## src/hdl/bus_pkg.sv

```systemverilog
// bus widths, line geometry, beat count and one-hot controller state encoding
package bus_pkg;

   // one beat on the shared data bus
   localparam int bus_data_w = 32;

   // byte address sent by the master in its address phase
   localparam int bus_addr_w = 16;

   // a cache line is what a work unit reads or writes in one transfer
   localparam int line_w = 128;

   // low word goes first, so beat i carries bits 32i+31:32i
   localparam int beats_per_line = line_w / bus_data_w;

   // enough to index every beat of a line
   localparam int beat_cnt_w = 2;

   // controller state vector width
   localparam int state_w = 5;

   // one-hot controller states
   // idle waits for an unmasked enable
   localparam logic [state_w-1:0] st_idle = 5'b0_0001;
   // bus request raised, waiting for grant
   localparam logic [state_w-1:0] st_br = 5'b0_0010;
   // address phase, start pulses here
   localparam logic [state_w-1:0] st_mstr = 5'b0_0100;
   // sending write beats
   localparam logic [state_w-1:0] st_wr = 5'b0_1000;
   // collecting read beats
   localparam logic [state_w-1:0] st_rd = 5'b1_0000;

endpackage
```

## src/hdl/cache_bus_controller.sv

```systemverilog
// bus master with request mask, beat counter, line buffer and ready pulse
`timescale 1ns/1ns
module cache_bus_controller (
   input  logic                          bus_clk,
   input  logic                          rst_n,
   // work unit side
   input  logic                          mod_en,
   input  logic                          mod_wr,
   input  logic [bus_pkg::bus_addr_w-1:0] mod_a,
   input  logic [bus_pkg::line_w-1:0]    mod_write_data,
   output logic [bus_pkg::line_w-1:0]    mod_read_data,
   output logic                          mod_r,
   // arbiter side
   output logic                          br,
   input  logic                          bg,
   // slave side, routed through the arbiter
   output logic                          start,
   output logic [bus_pkg::bus_addr_w-1:0] addr,
   output logic                          rw,
   output logic [bus_pkg::bus_data_w-1:0] wdata,
   input  logic [bus_pkg::bus_data_w-1:0] rdata,
   input  logic                          ack_in
);

   logic [bus_pkg::state_w-1:0]    state;
   logic [bus_pkg::state_w-1:0]    next_state;
   logic [bus_pkg::beat_cnt_w-1:0] beat;
   logic [bus_pkg::line_w-1:0]     line_buf;
   logic                           mask;
   logic                           masked_en;
   logic                           in_xfer;
   logic                           last_beat;
   logic                           done;
   logic                           ready_q;

   // a finished request stays masked until the unit lets go of mod_en
   assign masked_en = mod_en && !mask;

   // data phase, either direction
   assign in_xfer = (state == bus_pkg::st_wr) || (state == bus_pkg::st_rd);

   assign last_beat = (beat == bus_pkg::beat_cnt_w'(bus_pkg::beats_per_line - 1));

   // fourth ack of the line
   assign done = in_xfer && ack_in && last_beat;

   // next state
   always_comb begin
      next_state = state;
      case (state)
         bus_pkg::st_idle: begin
            if (masked_en) begin
               next_state = bus_pkg::st_br;
            end
         end
         bus_pkg::st_br: begin
            // stay here as long as another master owns the bus
            if (bg) begin
               next_state = bus_pkg::st_mstr;
            end
         end
         bus_pkg::st_mstr: begin
            next_state = mod_wr ? bus_pkg::st_wr : bus_pkg::st_rd;
         end
         bus_pkg::st_wr, bus_pkg::st_rd: begin
            if (done) begin
               next_state = bus_pkg::st_idle;
            end
         end
         default: begin
            next_state = bus_pkg::st_idle;
         end
      endcase
   end

   always_ff @(posedge bus_clk) begin
      if (!rst_n) begin
         state <= bus_pkg::st_idle;
      end else begin
         state <= next_state;
      end
   end

   // request mask
   // completion wins over a same-cycle clear
   always_ff @(posedge bus_clk) begin
      if (!rst_n) begin
         mask <= 1'b0;
      end else if (done) begin
         mask <= 1'b1;
      end else if (!mod_en || state == bus_pkg::st_mstr) begin
         mask <= 1'b0;
      end
   end

   // beat index, restarted in the address phase and stepped on every ack
   always_ff @(posedge bus_clk) begin
      if (!rst_n) begin
         beat <= '0;
      end else if (state == bus_pkg::st_mstr) begin
         beat <= '0;
      end else if (in_xfer && ack_in) begin
         beat <= beat + 1'b1;
      end
   end

   // line buffer, one word per read ack
   always_ff @(posedge bus_clk) begin
      if (!rst_n) begin
         line_buf <= '0;
      end else if (state == bus_pkg::st_rd && ack_in) begin
         line_buf[beat*bus_pkg::bus_data_w +: bus_pkg::bus_data_w] <= rdata;
      end
   end

   // ready pulse, the cycle after the last ack
   always_ff @(posedge bus_clk) begin
      if (!rst_n) begin
         ready_q <= 1'b0;
      end else begin
         ready_q <= done;
      end
   end

   assign mod_read_data = line_buf;
   assign mod_r         = ready_q;

   // request held from st_br until the state machine drops back to idle
   assign br    = (state != bus_pkg::st_idle);
   assign start = (state == bus_pkg::st_mstr);
   assign addr  = mod_a;
   assign rw    = mod_wr;
   // outgoing word follows the beat index, low word first
   assign wdata = mod_write_data[beat*bus_pkg::bus_data_w +: bus_pkg::bus_data_w];

endmodule

```

## config.mk

```make
export PLATFORM = sky130hd
export DESIGN_NAME = cache_bus_controller
export DESIGN_NICKNAME = d
export VERILOG_FILES = /design/src/hdl/bus_pkg.sv /design/src/hdl/cache_bus_controller.sv
export SDC_FILE = /design/constraint.sdc
export NUM_CORES = 1
export LEC_CHECK = 0
export ABC_AREA = 1
export BUFFER_PORTS_ARGS = -buffer_cell sky130_fd_sc_hd__buf_2
export CAP_MARGIN = 20
export CORE_AREA = 2 2 139 141
export CTS_CLUSTER_DIAMETER = 200
export DETAILED_ROUTE_END_ITERATION = 10
export DIE_AREA = 0 0 141 143
export GPL_TIMING_DRIVEN = 0
export PLACE_DENSITY = 0.66
export SYNTH_ARGS = -nofsm -noshare
export SYNTH_HDL_FRONTEND = slang
export SYNTH_SLANG_ARGS = --single-unit
```

## constraint.sdc

```tcl
create_clock -name bus_clk -period 3.05 [get_ports bus_clk]
set_input_delay 0.4575 -clock bus_clk [delete_from_list [all_inputs] [get_ports bus_clk]]
set_output_delay 0.4575 -clock bus_clk [all_outputs]
set_load 0.005 [all_outputs]
```

# Word level (Yosys, flattened, before mapping)
# Cells that the tools add are included.
# word_totals
in_bits,182
out_inout_bits,180
register_bits,137
wordCells,41
# op_classes
n_eq_ne,10
add_sub_neg,2
reduce_logical,12
shift,3
n_mux,8
bitwise,1
# ops
op,count
$bwmux 128,1
$shift 32x34->128 const A,1
$shiftx 128x8->32,1
$shiftx 32x34->128,1
$neg 7->34,1
$mux 5,4
$pmux 5 s4,1
$ne 2x2->1 const B,3
$eq 5x1->1 const B,1
$eq 5x2->1 const B,1
$eq 5x3->1 const B,1
$eq 5x4->1 const B,1
$eq 5x5->1 const B,1
$ne 5x1->1 const B,1
$logic_and 1x1->1,4
$reduce_or 2->1,2
$reduce_and 3->1,1
$add 2x1->2 const B,1
$eq 2x2->1 const B,1
$logic_not 1->1,2
$logic_or 1x1->1,2
$mux 1,2
$reduce_bool 2->1,1
$not 1->1,1

# Logic depth before layout (Yosys ltp)
# depth
ltp_word,6
mapped_depth,13
mapped_depth_nobuf,8

# Worst setup path before layout
# Ideal clock, no wire load.
# synth_timing
path_kind,reg-to-reg
from,register beat[0] (netlist bit)
to,register line_buf (netlist bit mod_read_data[85])
setup_ps,71
slack_ps,872
required_ps,2979
stages_incl_launch_ff,14
arrival_ps,2107
synth_period_minus_slack_ps,2178
cell_sequence,dfxtp_1 buf_2 inv_1 buf_2 buf_2 ha_1 buf_2 inv_2 nor2_2 nand2_1 inv_2 buf_2 nand3_1 a21oi_1
# synth_between
elab_chain_cells,3
elab_cells_between_ends,4
# synth_lines
element,line_no,source
"start, declared",cache_bus_controller.sv:27,logic [bus_pkg::beat_cnt_w-1:0] beat;
"start signal, assigned",cache_bus_controller.sv:103,beat <= beat + 1'b1;
$neg 7->34 (*),cache_bus_controller.sv:112,line_buf[beat*bus_pkg::bus_data_w +: bus_pkg::bus_data_w] <= rdata;
$shiftx 32x34->128 or $shift 32x34->128 (tied branches),cache_bus_controller.sv:112,
$bwmux 128 (*),cache_bus_controller.sv:112,
"end signal, assigned by index",cache_bus_controller.sv:112,
"end, declared",cache_bus_controller.sv:28,logic [bus_pkg::line_w-1:0] line_buf;
# Mark *: on every way between the ends. The rest lies on a longest branch, timed or not.
# A chain may end at the register's enable or synchronous reset.

# Worst setup path in the final report
# layout_timing
from,register beat[0] (netlist bit)
to,output wdata[28] (netlist bit)
# layout_between
elab_chain_cells,1
# layout_lines
element,line_no,source
$shiftx 128x8->32,cache_bus_controller.sv:134,assign wdata = mod_write_data[beat*bus_pkg::bus_data_w +: bus_pkg::bus_data_w];
"end, declared",cache_bus_controller.sv:20,"output logic [bus_pkg::bus_data_w-1:0] wdata,"
# No other way between the ends.

==> impl_metrics.tcl <==
set metrics [dict create \
    cts_tree "done" \
    netlist_top_cells_count "145 x nor2_1, 137 x dfxtp_1, 125 x o21ai_0, 111 x nand3_1, 107 x nand2_1" \
    drtIter0Drc 673 \
    worstPathRequired_ps 2590 \
    slew_headroom_pct 50.87 \
    nFillCells 1926 \
    start_util_pct 35.23 \
    synthArstFlopShare_pct 0 \
    seq_area_mm2 0.002743 \
    hold_viol_final 0 \
    grt_setup_unrepaired "false" \
    dpl.hpwl_um 22660 \
    synth_seq_area_share_pct 41.90 \
    drive_gt1_share_pct 33.13 \
    setup_tns_ps 0 \
    grt_max_degree 17 \
    setup_viol 0 \
    core_mm2 0.01858 \
    worstMarginPinSlew_ps 729.2 \
    power-per-cell-area_mw_per_mm2 547.1 \
    io_pins 362 \
    post-route-util_pct 49.39 \
    cpPeakStageDelay_ps 470 \
    overflow 0 \
    grt_pass1_vias 7579 \
    diodes 0 \
    period_share_pct 95.10 \
    synth_fp_nets 1127 \
    final_nets 1490 \
    yosysWarnings 0 \
    num_vias 8170 \
    rows 50 \
    p_leak_nw 4.232 \
    place_ws_ps 174.0 \
    numCtsBuffers 17 \
    reg2reg_from "beat[0]$_SDFFE_PP0P_" \
    fmax_mhz 344.7 \
    drtAntennaViolNets 0 \
    cts-hold-fix-buffers 0 \
    yosys.area.top_type "dfxtp_1" \
    fp.dieArea_mm2 0.02016 \
    cp.arrival_ps 2440 \
    drv_cap 0 \
    fin_crit_ps 2901 \
    htreeDepth 4 \
    hp-start "mod_en" \
    netlist_instances 940 \
    fin_ws_ps 149.3 \
    worst-setup-path-type "reg2out" \
    path_max_fanout 10 \
    hold_class "in2reg" \
    fp.dieW_um 141 \
    avgSynthCellArea_um2 6.964 \
    numPortBuffers 344 \
    crit_chain "buf_2, inv_1, buf_2, clkbuf_1, nor2_1, o22ai_1, buf_2" \
    syn2layout_area_growth_pct 40.19 \
    multi_input_area_mm2 0.003162 \
    cp_slowest_cell "clkbuf_1" \
    detailedRoute.firstPassIterationCount 8 \
    status "finished, final reports clean" \
    die_h_um 143 \
    cts_sinks 137 \
    ys_ff_latch 137 \
    ir_worst_vdd_mv 0.4476 \
    grt_antenna_before_repair 0 \
    netlist_area_mm2 0.006546 \
    fin_worst_skew_ps 6.722 \
    clk_pin_slew_ps 60 \
    clk_latency_ps 430 \
    dp.cells 1518 \
    worst-r2r-setup-slack_ps 260 \
    wl_um 29090 \
    finalNonFillerCells 1550 \
    power.total_w 0.005021 \
    track_usage_pct 28.08 \
    cp-end-kind "output port" \
    ys_types 24 \
    root_buffer "clkbuf_16" \
    synthFlopType "dfxtp_1" \
    gp_congestion 0.9130 \
    worst_path_most_repeated_cell "buf_2" \
    synth_area_leaders "dfxtp_1 42%, o21ai_0 9.6%, nand3_1 8.5%" \
    rr_endpoint "mod_read_data[67]$_SDFFE_PN0P_" \
    worstHoldPathCells 3 \
    critPathLaunchType "register" \
    synth_top_cell_area_share_pct 41.90 \
    worst_r2r_path_depth 13 \
    wl_per_cell_um 18.77 \
    cts_buffer_depth 2 \
    grt_pass1_wl_um 43440 \
    min_to "mask$_SDFFE_PN0P_" \
    synth-edff-count 0 \
    drc 0 \
    synth.most_common_cell "nor2_1" \
    viasPerCell 5.271 \
    drv_slew 0 \
]
final cells by class:
cell class | count | share of cell area (%)
Buffer | 96 | 5.467
Clock buffer | 18 | 4.676
Clock inverter | 14 | 1.895
Inverter | 41 | 1.677
Multi-Input combinational cell | 666 | 34.45
Sequential cell | 137 | 29.88
Tap cell | 234 | 3.190
Timing Repair Buffer | 344 | 18.76
worst max path at each step:
stage,startpoint,endpoint,depth (start not counted)
floorplan,beat[0]$_SDFFE_PP0P_,mod_read_data[85]$_SDFFE_PN0P_,13
global placement,beat[0]$_SDFFE_PP0P_,mod_read_data[80]$_SDFFE_PN0P_,13
detailed placement,beat[0]$_SDFFE_PP0P_,mod_read_data[21]$_SDFFE_PN0P_,12
CTS,beat[0]$_SDFFE_PP0P_,mod_read_data[25]$_SDFFE_PN0P_,12
global route,beat[0]$_SDFFE_PP0P_,wdata[28],7
finish,beat[0]$_SDFFE_PP0P_,wdata[28],7
kinds of logic after synthesis:
kind of cell    after synthesis  share of synthesized area [%]
fa+ha+maj                     5                         0.9557
flops                       137                          41.90
buf+inv                     137                          9.882
simple gates                391                          25.76
compound gates              270                          21.50
registers in the layout (all words and copies together), names as in the netlist:
name,flops
beat,2
mask,1
mod_r,1
state,5
mod_read_data,128
power by group:
group	internal (W)	total (W)	leakage, nW	switching, W
clock network	0.00129	0.00210	0.283	0.000814
registers	0.00183	0.00187	1.10	0.0000385
logic	0.000355	0.00105	2.84	0.000694
stage by stage:
stage	cell area, um^2	hold WS [ps]
global placement	8561	448.6
CTS	9165	308.5
floorplan	6546	446.2
finish	9178	311.4
global route	9178	321.6
detailed placement	8561	452.2
cells in the final DEF, fill, tap and decap left out, drive strengths merged:
cell type    n
a21oi      101
buf        390
bufinv       3
clkbuf      68
clkinv       5
clkinvlp     4
dfxtp      137
ha           5
inv         43
nand2      107
nand3      111
nand4        4
nor2       152
nor3        16
o21ai      130
o21bai       1
o22ai       33
o31ai        5
or2          1
per-layer routing:
metal  global-route usage [%]  part of all wire, %
met4                    6.316                  1.8
met5                        0                    0
met3                    6.539                  9.0
met1                    39.54                   45
met2                    43.88                   45
critical path: cells and delay by family (launching register included):
kind	cells	cell delay (ps)
buffers and inverters	5	1250
flip-flops	1	330
AO/OA/AOI/OAI	1	330
AND/OR/NAND/NOR	1	90
timing repair:
item                                    CTS  global route
gates resized for setup                   1            12
setup buffers                             0             0
cloned                                    0             0
endpoints found under the setup margin    1            48
Power figures use the tool's default switching activity.
