## src/hdl/bus_pkg.sv

```systemverilog
// bus widths, line geometry, beat count and one-hot controller state encoding
package bus_pkg;

   // one beat on the shared data bus
   localparam int bus_data_w = 32;

   // byte address sent by the master in its address phase
   localparam int bus_addr_w = 16;

   // a cache line is what a work unit reads or writes in one transfer
   localparam int line_w = 128;

   // low word goes first, so beat i carries bits 32i+31:32i
   localparam int beats_per_line = line_w / bus_data_w;

   // enough to index every beat of a line
   localparam int beat_cnt_w = 2;

   // controller state vector width
   localparam int state_w = 5;

   // one-hot controller states
   // idle waits for an unmasked enable
   localparam logic [state_w-1:0] st_idle = 5'b0_0001;
   // bus request raised, waiting for grant
   localparam logic [state_w-1:0] st_br = 5'b0_0010;
   // address phase, start pulses here
   localparam logic [state_w-1:0] st_mstr = 5'b0_0100;
   // sending write beats
   localparam logic [state_w-1:0] st_wr = 5'b0_1000;
   // collecting read beats
   localparam logic [state_w-1:0] st_rd = 5'b1_0000;

endpackage
```

## src/hdl/bus_arbiter.sv

```systemverilog
// two-master round-robin grant and shared-bus selection toward the slave
`timescale 1ns/1ns
module bus_arbiter (
   input  logic                          bus_clk,
   input  logic                          rst_n,
   input  logic                          br0,
   input  logic                          br1,
   output logic                          bg0,
   output logic                          bg1,
   input  logic                          start0,
   input  logic                          start1,
   input  logic [bus_pkg::bus_addr_w-1:0] addr0,
   input  logic [bus_pkg::bus_addr_w-1:0] addr1,
   input  logic                          rw0,
   input  logic                          rw1,
   input  logic [bus_pkg::bus_data_w-1:0] wdata0,
   input  logic [bus_pkg::bus_data_w-1:0] wdata1,
   output logic                          start,
   output logic [bus_pkg::bus_addr_w-1:0] addr,
   output logic                          rw,
   output logic [bus_pkg::bus_data_w-1:0] wdata,
   input  logic                          ack,
   output logic                          ack0,
   output logic                          ack1
);

   // set when master 1 took the most recent grant
   logic last1;
   logic bus_free;

   assign bus_free = !bg0 && !bg1;

   always_ff @(posedge bus_clk) begin
      if (!rst_n) begin
         bg0   <= 1'b0;
         bg1   <= 1'b0;
         last1 <= 1'b0;
      end else if (bus_free) begin
         // tie goes to whoever did not win last time
         if (br0 && (!br1 || last1)) begin
            bg0   <= 1'b1;
            last1 <= 1'b0;
         end else if (br1) begin
            bg1   <= 1'b1;
            last1 <= 1'b1;
         end
      end else begin
         // grant held until its owner drops br
         if (bg0 && !br0) begin
            bg0 <= 1'b0;
         end
         if (bg1 && !br1) begin
            bg1 <= 1'b0;
         end
      end
   end

   // only the granted master reaches the slave
   always_comb begin
      start = 1'b0;
      addr  = '0;
      rw    = 1'b0;
      wdata = '0;
      if (bg0) begin
         start = start0;
         addr  = addr0;
         rw    = rw0;
         wdata = wdata0;
      end else if (bg1) begin
         start = start1;
         addr  = addr1;
         rw    = rw1;
         wdata = wdata1;
      end
   end

   // acks go back to the owner only
   assign ack0 = ack && bg0;
   assign ack1 = ack && bg1;

endmodule

```

## config.mk

```make
export PLATFORM = sky130hd
export DESIGN_NAME = bus_arbiter
export DESIGN_NICKNAME = d
export VERILOG_FILES = /design/src/hdl/bus_pkg.sv /design/src/hdl/bus_arbiter.sv
export SDC_FILE = /design/constraint.sdc
export NUM_CORES = 1
export LEC_CHECK = 0
export ABC_CLOCK_PERIOD_IN_PS = 3300
export BUFFER_PORTS_ARGS = -buffer_cell sky130_fd_sc_hd__buf_2
export CORE_AREA = 2 2 62 64
export DETAILED_ROUTE_END_ITERATION = 8
export DIE_AREA = 0 0 64 66
export GPL_ROUTABILITY_DRIVEN = 1
export MAX_ROUTING_LAYER = met4
export PLACE_DENSITY = 0.84
export SLEW_MARGIN = 10
export SYNTH_ARGS = -nofsm -noshare
export SYNTH_HDL_FRONTEND = slang
export SYNTH_SLANG_ARGS = --single-unit
export TNS_END_PERCENT = 20
```

## constraint.sdc

```tcl
create_clock -name bus_clk -period 3.3 [get_ports bus_clk]
set_clock_uncertainty 0.15 [all_clocks]
set_input_delay 0.66 -clock bus_clk [delete_from_list [all_inputs] [get_ports bus_clk]]
set_output_delay 0.66 -clock bus_clk [all_outputs]
set_load 0.02 [all_outputs]
```

# Yosys cells after proc, flatten, opt, wreduce, memory -nomap -nowiden
# Cells that the tools add are included.
# W data, S select, Z words.
# totals
ff_bits	3
inputBits	105
out_inout_bits	54
word_cells	39
# op_classes
eq_ne	3
n_mux	16
reduce_logical	17
# op_table
op	count
$mux W32	2
$mux W16	2
$mux W1	12
$logic_and A1 B1 Y1	6
$reduce_bool A2 Y1	3
$logic_not A1 Y1	4
$ne A2 B2 Y1 const B	2
$reduce_and A2 Y1	2
$reduce_and A3 Y1	1
$ne A2 B1 Y1 const B	1
$logic_or A1 B1 Y1	1

# Logic depth before layout (Yosys ltp)
# Gate-level depths: netlist of the first run.
# logic_depth
depth_word	5
depth_mapped	5
depth_no_buf	3

# Least setup slack after synthesis of the first run
# No wires, ideal clock.
# synth_timing
path_kind	flip-flop to output port
start	reg bg1
end	out addr[0] (netlist name)
arrival_time_ns	1.168
required_time_ns	2.490
setup_slack_ns	1.322
path_stages_with_launch	5
n_path_buf	2
path_cell_list	dfxtp_1 -> nor2b_4 -> buf_12 -> buf_12 -> a22o_1
# synth_via
elab_chain_len	2
# synth_lines
element	line	source
start, declared	bus_arbiter.sv:9	output logic bg1,
start signal, assigned	bus_arbiter.sv:36	bg1 <= 1'b0;
start signal, assigned	bus_arbiter.sv:44	bg1 <= 1'b1;
start signal, assigned	bus_arbiter.sv:53	bg1 <= 1'b0;
$mux W16	bus_arbiter.sv:69	end else if (bg1) begin
$mux W16	bus_arbiter.sv:64	if (bg0) begin
end, declared	bus_arbiter.sv:19	output logic [bus_pkg::bus_addr_w-1:0] addr,
# Every way passes these cells.

# Final worst setup path of the first run
# layout_timing
start	reg bg1
end	out addr[6] (netlist name)
# The elaborated chain is that of the path after synthesis.

==> results of run 1 <==
-- critical path, delay by kind of cell, from the launching register on --
kind / cells / cell delay (ns)
buf+inv: 2 / 0.54
flops: 1 / 0.39
compound gates: 1 / 0.20
simple gates: 1 / 0.44
-- registers in the layout (all words and copies together), names as in the netlist --
register / flops
bg0: 1
bg1: 1
last1: 1
-- how the worst min path moves through the flow --
stage	end	slack, ns	cells past startpoint
after CTS	last1	0.40	2
after global routing	last1	0.43	2
final	last1	0.40	2
after global placement	last1	0.39	2
after detailed placement	last1	0.39	2
after floorplan	last1	0.37	2
-- layer usage --
layer | wire, µm | part of all wire (%)
met1 | 1260 | 39
met2 | 1640 | 50
met3 | 326 | 10
met4 | 25 | 0.77
met5 | 0 | 0
-- synth_stat cells --
library cell and count:
a21oi_1 3, nor2b_4 1, buf_6 1, buf_12 6
a22o_1 50, nor2_1 1, buf_2 1, inv_1 1
nand2_1 1, and2_1 1, dfxtp_1 3, a41o_1 1
o211a_1 2, clkbuf_1 4, and2_2 1
-- final cells by class --
cell class                 count  area [µm²]
multi-input combinational     61         518
timing repair buffer         160         806
tap                           48        60.1
fill                         364        2080
sequential                     3        61.3
inverter                       1        3.75
clock buffer                   4        26.3
-- cells by family (layout without fill, tap and decap cells) --
family / count (synthesis) / count (layout) / share of synthesized area [%]
AOI/OAI and AO/OA: 56 / 56 / 65.9
buffers and inverters: 13 / 165 / 21.2
DFF: 3 / 3 / 8.19
and+or+nand+nor: 5 / 5 / 4.78
-- per-stage QoR --
step	utilization [%]	total power (µW)	cell area [µm²]
floorplan	-	203	733
CTS	41.5	361	1480
finish	41.5	358	1480
global route	41.5	383	1480
detailed placement	40.8	292	1450
global placement	40.8	289	1450
-- power breakdown --
| group | leakage (µW) | switching [µW] | internal (µW) |
|---|---|---|---|
| logic | 0.000930 | 134 | 114 |
| registers | 0.0000252 | 2.73 | 39.7 |
| clock network | 0.0000150 | 21.2 | 45.4 |
| total | 0.000971 | 158 | 199 |
==> summary.md, run 1 <==
| Metric | Value |
|---|---|
| # clock sinks | 3 |
| Final setup violation count | 0 |
| M1 GR Usage | between 10% and 20% |
| Commonest cells after routing, fill and taps aside | 158 x buf_2, 50 x a22o_1, 3 x a21oi_1, 3 x clkbuf_4 |
| Core Region | 3550 µm² |
| Total track usage | 14.1% |
| Crit path from | bg1 |
| Number of synthesized register bits | 3 |
| Vias in the first global route | about 1,100 |
| Worst slack, placed | between 0.8 and 0.9 ns |
| FP Rows | 22 |
| Netlist Area Pre-Place | between 700 and 800 µm² |
| Max Slew Vio Count | 0 |
| Area grow syn2layout | 101% |
| Unrepaired setup endpoints after global routing | false |
| Die W | between 60 and 70 µm |
| Worst Path Required | around 2.5 ns |
| Die H | around 66 µm |
| Max-slew headroom | 65.5% |
| Final std cells w/o fill | ~280 |
| Cells after Synth | 77 |
| Grt peak-use layer | met2 |
| Critical Path Fanout Max | 30 |
| Cts hold-fix bufs | 0 |
| Clk_lat worst skew | 0.24 ns |
| Syn_nets | ~180 |
| Fin nets | between 300 and 400 |
| Input/output buffers | roughly 160 |
| Power per Cell Area | 242 nW/µm² |
| CTS tree | built |
| Total gr overflow | 0 |
| R2R depth | 3 |
| DRC errors left | 0 |
| Share of cells above drive strength 1 | 72.5% |
| R2R Path End | last1 |
| Status | finished clean |
| First-pass DRT Iterations | 4 |
| Initial core utilization | 20.6% |
| Met2 GRT Util | 25.8% |
| Post-synth top area share | roughly three fifths |
| Startpoint Class | flip-flop |
| Routability cong. | about 0.80 |
| Global-route wire length before repair | 4.65 mm |
| # diodes | 0 |
| Clk pin slew, worst setup/hold paths | 0.04 ns |
| Period utilisation layout | 79.8% |
| CP Capture Type | primary output |
| P_leak | about 0.00097 µW |
| WL final | around 3.3 mm |
| HPWL after detailed placement | approximately 2.7 mm |
| Placed Cells | between 200 and 300 |
| Largest net degree at the start of global routing | 56 |
| Detail Route Antenna Nets | 0 |
| Area contributors post-synth | a22o_1 60%, buf_12 16%, dfxtp_1 8.2%, o211a_1 2.7%, a21oi_1 2.0% |
| Synth area leader | a22o_1 |
| R2R Setup Slk | approximately 1.9 ns |
| Final worst slack | approximately 0.67 ns |
| Register area share after synthesis | between 8 and 9% |
| Fin crit period | about 2.6 ns |
| Initial antenna violation count | 0 |
| CP peak stage delay | about 0.44 ns |
| Top Ports | about 160 |
| Vias | between 1,000 and 1,500 |
| Yosys cell types | 15 |
| Avg Cell Area, Syn | 9.52 µm² |
| Setup crit end | addr[6] |
| Clock Path Buffers | 2 |
| H-tree Lvls | 1 |
| Wire per inst | between 10 and 15 µm |
| Crit path DAT | around 1.8 ns |
| Maximum vdd ir drop | ~170 µV |
| Initial drt markers | 18 |
| Worst Tran Pin Value | slightly above 0.5 ns |
| Synth warnings | 0 |
| Slowest CP cell | nor2b_4 |
| Worst path cell trace | nor2b_4, buf_4, a22o_1, buf_2 |
| Setup total negative slack | 0 ns |
| Final hold violations | 0 |
| Hold WC Path Type | flip-flop to flip-flop |
| Setup bufs post-CTS | 0 |
| DIE AREA | roughly 4200 µm² |
| Met3 Track Usage GR | 3.07% |
| Vias per cell | 4.66 |
| Crit path kind | flip-flop to primary output |
| TritonCTS Buffers | 3 |
| Min-Delay Startpoint | last1 |
| PostCTS Resize Cnt | 0 |
| Reg2reg start | bg0 |
| Hold Slack | 0.400 ns |
| Most common cell after layout, fill and taps aside | buf_2 |
| MaxCap Viol Count | 0 |
| Fmax achieved | ~0.38 GHz |
| Root buf cell | clkbuf_4 |
Power figures use the tool's default switching activity.
==> inputs of run 2 (changes only) <==
--- a/config.mk
+++ b/config.mk
@@ -5,14 +5,13 @@
 export SDC_FILE = /design/constraint.sdc
 export NUM_CORES = 1
 export LEC_CHECK = 0
-export ABC_CLOCK_PERIOD_IN_PS = 3300
+export ABC_CLOCK_PERIOD_IN_PS = 2100
 export BUFFER_PORTS_ARGS = -buffer_cell sky130_fd_sc_hd__buf_2
-export CORE_AREA = 2 2 62 64
+export CORE_UTILIZATION = 21
 export DETAILED_ROUTE_END_ITERATION = 8
-export DIE_AREA = 0 0 64 66
 export GPL_ROUTABILITY_DRIVEN = 1
 export MAX_ROUTING_LAYER = met4
-export PLACE_DENSITY = 0.84
+export PLACE_DENSITY = 0.88
 export SLEW_MARGIN = 10
 export SYNTH_ARGS = -nofsm -noshare
 export SYNTH_HDL_FRONTEND = slang
==> constraint.sdc (replaced) <==
create_clock -name bus_clk -period 2.1 [get_ports bus_clk]
set_clock_uncertainty 0.15 [all_clocks]
set_input_delay 0.42 -clock bus_clk [delete_from_list [all_inputs] [get_ports bus_clk]]
set_output_delay 0.42 -clock bus_clk [all_outputs]
set_load 0.02 [all_outputs]
==> summary.md, run 2 (synthesis results as in run 1) <==
| Metric | Value |
|---|---|
| Status | finished clean |
| Vias | 1,262 (-2.3%) |
| Final hold violations | 0 (unchanged) |
| DRC errors left | 0 (unchanged) |
| Period utilisation layout | between 90% and 100% |
| Fmax achieved | roughly 0.52 GHz |
| Initial antenna violation count | 0 (unchanged) |
| Die W | 61.1 µm (-4.5%) |
| Slowest CP cell | dfxtp_1 |
| Reg2reg start | bg0 |
| # clock sinks | 3 (unchanged) |
| Core Region | 3340 µm² (-6.0%) |
| Final std cells w/o fill | 277 (unchanged) |
| Cts hold-fix bufs | 0 (unchanged) |
| Switching pwr | 245 µW (+55%) |
| Share of cells above drive strength 1 | 72.7% (+0.24 points) |
| Setup total negative slack | 0 ns (unchanged) |
| Min-Delay Startpoint | br0 |
| Fin nets | 337 (+0.60%) |
| Startpoint Class | flip-flop |
| Crit path DAT | 1.37 ns (-0.45 ns) |
| Maximum vdd ir drop | 297 µV (+70%) |
| R2R Path End | last1 |
| Total gr overflow | 0 (unchanged) |
| R2R Setup Slk | 0.85 ns (-1.00 ns) |
| Worst Hold End | bg0 |
| Vias in the first global route | 895 (-17%) |
| # diodes | 0 (unchanged) |
| Most common cell after layout, fill and taps aside | buf_2 |
| Clock Power Share | 18.0% (-0.6 points) |
| Hold WC Path Type | input pin to flip-flop |
| TritonCTS Buffers | 3 (unchanged) |
| Routability cong. | 0.722 (-9.9%) |
| Power per Cell Area | 377 nW/µm² (+55%) |
| Root buf cell | clkbuf_4 |
| Top Ports | 159 (unchanged) |
| Initial core utilization | 22.0% (+1.3 points) |
| H-tree Lvls | 1 (unchanged) |
| Area grow syn2layout | 104% |
| Worst path cell trace | nor2b_4, buf_6, a22o_1, buf_2 |
| Max-slew headroom | 82.9% (+17 points) |
| Unrepaired setup endpoints after global routing | false |
| Fin crit period | just under 2 ns |
| Seq pwr share | 11.9% (about the same) |
| Critical Path Fanout Max | 26 (-13%) |
| Final worst slack | 0.163 ns (-0.503 ns) |
| Initial drt markers | 24 (+6) |
| Largest net degree at the start of global routing | 29 (-48%) |
| Switch share | 43.5% (-0.70 points) |
| Crit path kind | flip-flop to primary output |
| MaxCap Viol Count | 0 (unchanged) |
| Final Cell Area | 1500 µm² (+1.4%) |
| CTS tree | built |
| Worst slack, placed | 0.359 ns (-0.540 ns) |
| Placed Cells | 273 (unchanged) |
| HPWL after detailed placement | 2.46 mm (-9.1%) |
| Detail Route Antenna Nets | 0 (unchanged) |
| P_leak | 0.000983 µW (+1.3%) |
| Input/output buffers | 158 (unchanged) |
| FP Rows | 21 (-4.5%) |
| Worst Tran Pin Value | 0.256 ns (-0.262 ns) |
| Clk_lat worst skew | 0.23 ns (about the same) |
| Die H | 61.1 µm (-7.4%) |
| Worst Path Required | 1.53 ns (-0.96 ns) |
| Commonest cells after routing, fill and taps aside | 158 x buf_2, 50 x a22o_1, 3 x a21oi_1, 3 x clkbuf_4 |
| Vias per cell | 4.56 (-2.3%) |
| Internal power | 318 µW (+60%) |
| Post-DP Area | 1460 µm² (+0.86%) |
| Hold Slack | 0.298 ns (-0.102 ns) |
| CP peak stage delay | 0.39 ns (-0.05 ns) |
| Max Slew Vio Count | 0 (unchanged) |
| Wire per inst | 10.8 µm (-8.5%) |
| Top flop regs | bg0: 1 flops, bg1: 1 flops, last1: 1 flops |
| WL final | 2.98 mm (-8.5%) |
| DIE AREA | 3730 µm² (-12%) |
| CP Capture Type | primary output |
| Final setup violation count | 0 (unchanged) |
| First-pass DRT Iterations | 4 (unchanged) |
| Hold Crit Depth | 2 (unchanged) |
| Clock Path Buffers | 2 (unchanged) |
| R2R depth | 4 (+1) |
| Total track usage | 12.4% (-1.7 points) |
| Clk pin slew, worst setup/hold paths | 0.04 ns (about the same) |
| Global-route wire length before repair | 3.53 mm (-24%) |
| Comb power frac | 70.1% (+0.6 points) |
[run 2: through the flow]
step	total power, µW	utilization, %
final	563	44.8
after global routing	613	44.8
after CTS	565	44.6
after detailed placement	460	43.8
after global placement	456	43.8
after floorplan	318	-
[run 2: layout make-up]
type                       instances  area, µm²
fill                             330       1840
timing repair buffer             162        828
multi-input combinational         61        518
sequential                         3       61.3
tap                               46       57.6
clock buffer                       4       26.3
inverter                           1       3.75
[run 2: power groups by stage]
stage,Sequential (µW),Clock (µW),Combinational (µW)
after global routing,67.9,113,432
after CTS,66.9,105,393
final,66.9,101,395
after global placement,67.4,0,389
after detailed placement,67.8,0,392
after floorplan,69.5,0,249
[run 2: how the worst max path moves through the flow]
stage / from / slack (ns) / end / depth (start not counted)
3_5_place_dp: bg1 / 0.36 / addr[9] / 4
4_1_cts: bg1 / 0.10 / addr[9] / 4
5_1_grt: bg1 / 0.03 / addr[9] / 4
3_3_place_gp: bg1 / 0.40 / addr[9] / 4
6_report: bg1 / 0.16 / wdata[8] / 4
2_1_floorplan: bg1 / 0.36 / addr[0] / 4
[run 2: timing repair]
item                                    4_1_cts  5_1_grt
endpoints found under the setup margin        0       10
resized for setup                             0        2
buffers inserted                              0        0
[run 2: layer usage]
layer / routed length (µm) / up-vias / part of all wire (%) / GRT usage, %
li1: - / 639 / - / -
met1: 1240 / 542 / 42 / 15.8
met2: 1480 / 81 / 50 / 21.9
met3: 257 / 0 / 8.6 / 0.630
met4: 0 / 0 / 0 / 1.95
met5: 0 / - / 0 / -
[run 2: critical path, delay by kind of cell, from the launching register on]
kind,cells,cell delay (ns)
flip-flops,1,0.39
buffers and inverters,2,0.38
AND/OR/NAND/NOR,1,0.20
AO/OA/AOI/OAI,1,0.16
==> inputs of run 3 (changes only) <==
--- a/config.mk
+++ b/config.mk
@@ -7,9 +7,11 @@
 export LEC_CHECK = 0
 export ABC_CLOCK_PERIOD_IN_PS = 2100
 export BUFFER_PORTS_ARGS = -buffer_cell sky130_fd_sc_hd__buf_2
+export CORE_MARGIN = 1
 export CORE_UTILIZATION = 21
 export DETAILED_ROUTE_END_ITERATION = 8
 export GPL_ROUTABILITY_DRIVEN = 1
+export GPL_TIMING_DRIVEN = 0
 export MAX_ROUTING_LAYER = met4
 export PLACE_DENSITY = 0.88
 export SLEW_MARGIN = 10
==> summary.md, run 3 (synthesis results as in run 1) <==
| Metric | Value |
|---|---|
| DIE AREA | 3730 µm² (unchanged) |
| Wire per inst | 11.4 µm (+6.2%) |
| Area grow syn2layout | 120% |
| Startpoint Class | flip-flop |
| Initial antenna violation count | 0 (unchanged) |
| Power per Cell Area | 373 nW/µm² (-0.92%) |
| R2R Path End | last1 |
| Internal power | 346 µW (+8.8%) |
| Final setup violation count | 0 (unchanged) |
| P_leak | 0.00104 µW (+5.5%) |
| Maximum vdd ir drop | 273 µV (-8.1%) |
| Fmax achieved | 0.502 GHz (-2.8%) |
| Initial drt markers | 21 (-13%) |
| Layout fillers | 348 (+5.5%) |
| R2R Setup Slk | 0.97 ns (+0.12 ns) |
| WL final | 3.25 mm (+9.3%) |
| Initial core utilization | 22.0% (unchanged) |
| Die H | 61.1 µm (unchanged) |
| CP peak stage delay | 0.34 ns (-0.05 ns) |
| Input/output buffers | 158 (unchanged) |
| Period utilisation layout | 94.8% (+2.6 points) |
| Switching pwr | 256 µW (+4.2%) |
| Vias per cell | 4.54 (-0.34%) |
| Vias | 1,294 (+2.5%) |
| Global-route wire length before repair | 4.25 mm (+20%) |
| Total track usage | 15.3% (+2.9 points) |
| Critical Path Fanout Max | 10 (-62%) |
| DRC errors left | 0 (unchanged) |
| TritonCTS Buffers | 3 (unchanged) |
| Vias in the first global route | 1,059 (+18%) |
| Max-slew headroom | 73.2% (-9.7 points) |
| FP Rows | 21 (unchanged) |
| Largest net degree at the start of global routing | 11 (-62%) |
| Share of cells above drive strength 1 | 72.8% (+0.076 points) |
| Die W | 61.1 µm (unchanged) |
| Unrepaired setup endpoints after global routing | true |
| Setup total negative slack | 0 ns (unchanged) |
| Clock Path Buffers | 2 (unchanged) |
| Min-Delay Startpoint | br1 |
| Worst path cell trace | buf_6, clkbuf_1, a22o_1, buf_2 |
| # clock sinks | 3 (unchanged) |
| HPWL after detailed placement | 2.72 mm (+11%) |
| Most common cell after layout, fill and taps aside | buf_2 |
| Max Slew Vio Count | 0 (unchanged) |
| Hold WC Path Type | input pin to flip-flop |
| Final hold violations | 0 (unchanged) |
| MaxCap Viol Count | 0 (unchanged) |
| Area of the multi-input gates | 518 µm² (unchanged) |
| Commonest cells after routing, fill and taps aside | 159 x buf_2, 50 x a22o_1, 6 x buf_12 |
| Slowest CP cell | clkbuf_1 |
| Core Region | 3340 µm² (unchanged) |
| Worst Tran Pin Value | 0.402 ns (+0.146 ns) |
| Worst slack, placed | 0.310 ns (-0.0494 ns) |
| CP Capture Type | primary output |
| Clock Power Share | 17.1% (-0.9 points) |
| Crit path kind | flip-flop to primary output |
| Clk pin slew, worst setup/hold paths | 0.04 ns (about the same) |
| Register Area | 60.1 µm² (-2.0%) |
| Comb power frac | 71.9% (+1.8 points) |
| Crit path DAT | 1.42 ns (+0.05 ns) |
| Switch share | 42.5% (-1.0 points) |
| Top Ports | 159 (unchanged) |
| Clk_lat worst skew | 0.23 ns (about the same) |
| First-pass DRT Iterations | 4 (unchanged) |
| Detail Route Antenna Nets | 0 (unchanged) |
| Final worst slack | 0.109 ns (-0.0548 ns) |
| Routability cong. | 0.747 (+3.5%) |
| Root buf cell | clkbuf_4 |
| Worst Hold End | bg1 |
| H-tree Lvls | 1 (unchanged) |
| Worst Path Required | 1.53 ns (about the same) |
| Status | finished clean |
| R2R depth | 4 (unchanged) |
| Fin crit period | 1.99 ns (+0.0548 ns) |
| CTS tree | built |
| Total gr overflow | 0 (unchanged) |
| Hold Slack | 0.295 ns (-0.00354 ns) |
| Top flop regs | bg0: 1 flops, bg1: 1 flops, last1: 1 flops |
| Seq pwr share | 11.0% (-0.9 points) |
| Fin nets | 345 (+2.4%) |
| # diodes | 0 (unchanged) |
| Reg2reg start | bg0 |
| Hold Crit Depth | 2 (unchanged) |
==> run 3: cell type report <==
| cell class | instances | share of cell area, % |
|---|---|---|
| flip-flops and latches | 3 | 3.73 |
| multi-input cells | 61 | 32.1 |
| plain buffers | 12 | 9.63 |
| clock buffers | 4 | 1.63 |
| inverters | 1 | 0.233 |
| repair buffers | 158 | 49.1 |
| well taps | 46 | 3.57 |
==> run 3: how the worst max path moves through the flow <==
| stage | from | slack, ns | to |
|---|---|---|---|
| 2_1_floorplan | bg1 | 0.36 | addr[0] |
| 6_report | bg0 | 0.11 | wdata[16] |
| 3_3_place_gp | bg0 | 0.32 | wdata[22] |
| 4_1_cts | bg0 | 0.05 | wdata[1] |
| 3_5_place_dp | bg0 | 0.31 | wdata[7] |
| 5_1_grt | bg0 | -0.02 | wdata[17] |
==> run 3: worst max-delay path: cells and delay by family (launching register included) <==
family          cells  cell delay, ns
buf+inv             3            0.65
flops               1            0.33
compound gates      1            0.21
==> run 3: per-layer routing <==
| layer | GRT usage [%] | wire (µm) | up-vias | part of all wire, % |
|---|---|---|---|---|
| li1 | - | - | 653 | - |
| met1 | 18.6 | 1300 | 559 | 40 |
| met2 | 27.0 | 1660 | 79 | 51 |
| met3 | 0.630 | 270 | 3 | 8.3 |
| met4 | 4.87 | 24 | 0 | 0.74 |
| met5 | - | 0 | - | 0 |
==> run 3: metrics by stage <==
stage	instances	instance area (µm²)	total power, µW	utilization (%)
after floorplan	77	733	318	-
after global placement	281	1580	493	47.4
after detailed placement	281	1580	500	47.4
after CTS	285	1610	607	48.2
final	285	1610	602	48.3
after global routing	285	1610	650	48.3
==> run 3: power by group through the flow <==
stage	combinational (µW)	sequential, µW	clock, µW
6_report	433	66.1	103
3_3_place_gp	426	66.6	0
2_1_floorplan	249	69.5	0
5_1_grt	473	66.6	111
4_1_cts	434	66.1	107
3_5_place_dp	433	66.9	0
==> run 3: repair_timing <==
action | in CTS | in global routing
gates resized for setup | 0 | 6
hold buffers | 0 | 0
setup buffers | 0 | 0
endpoints found under the setup margin | 0 | 34
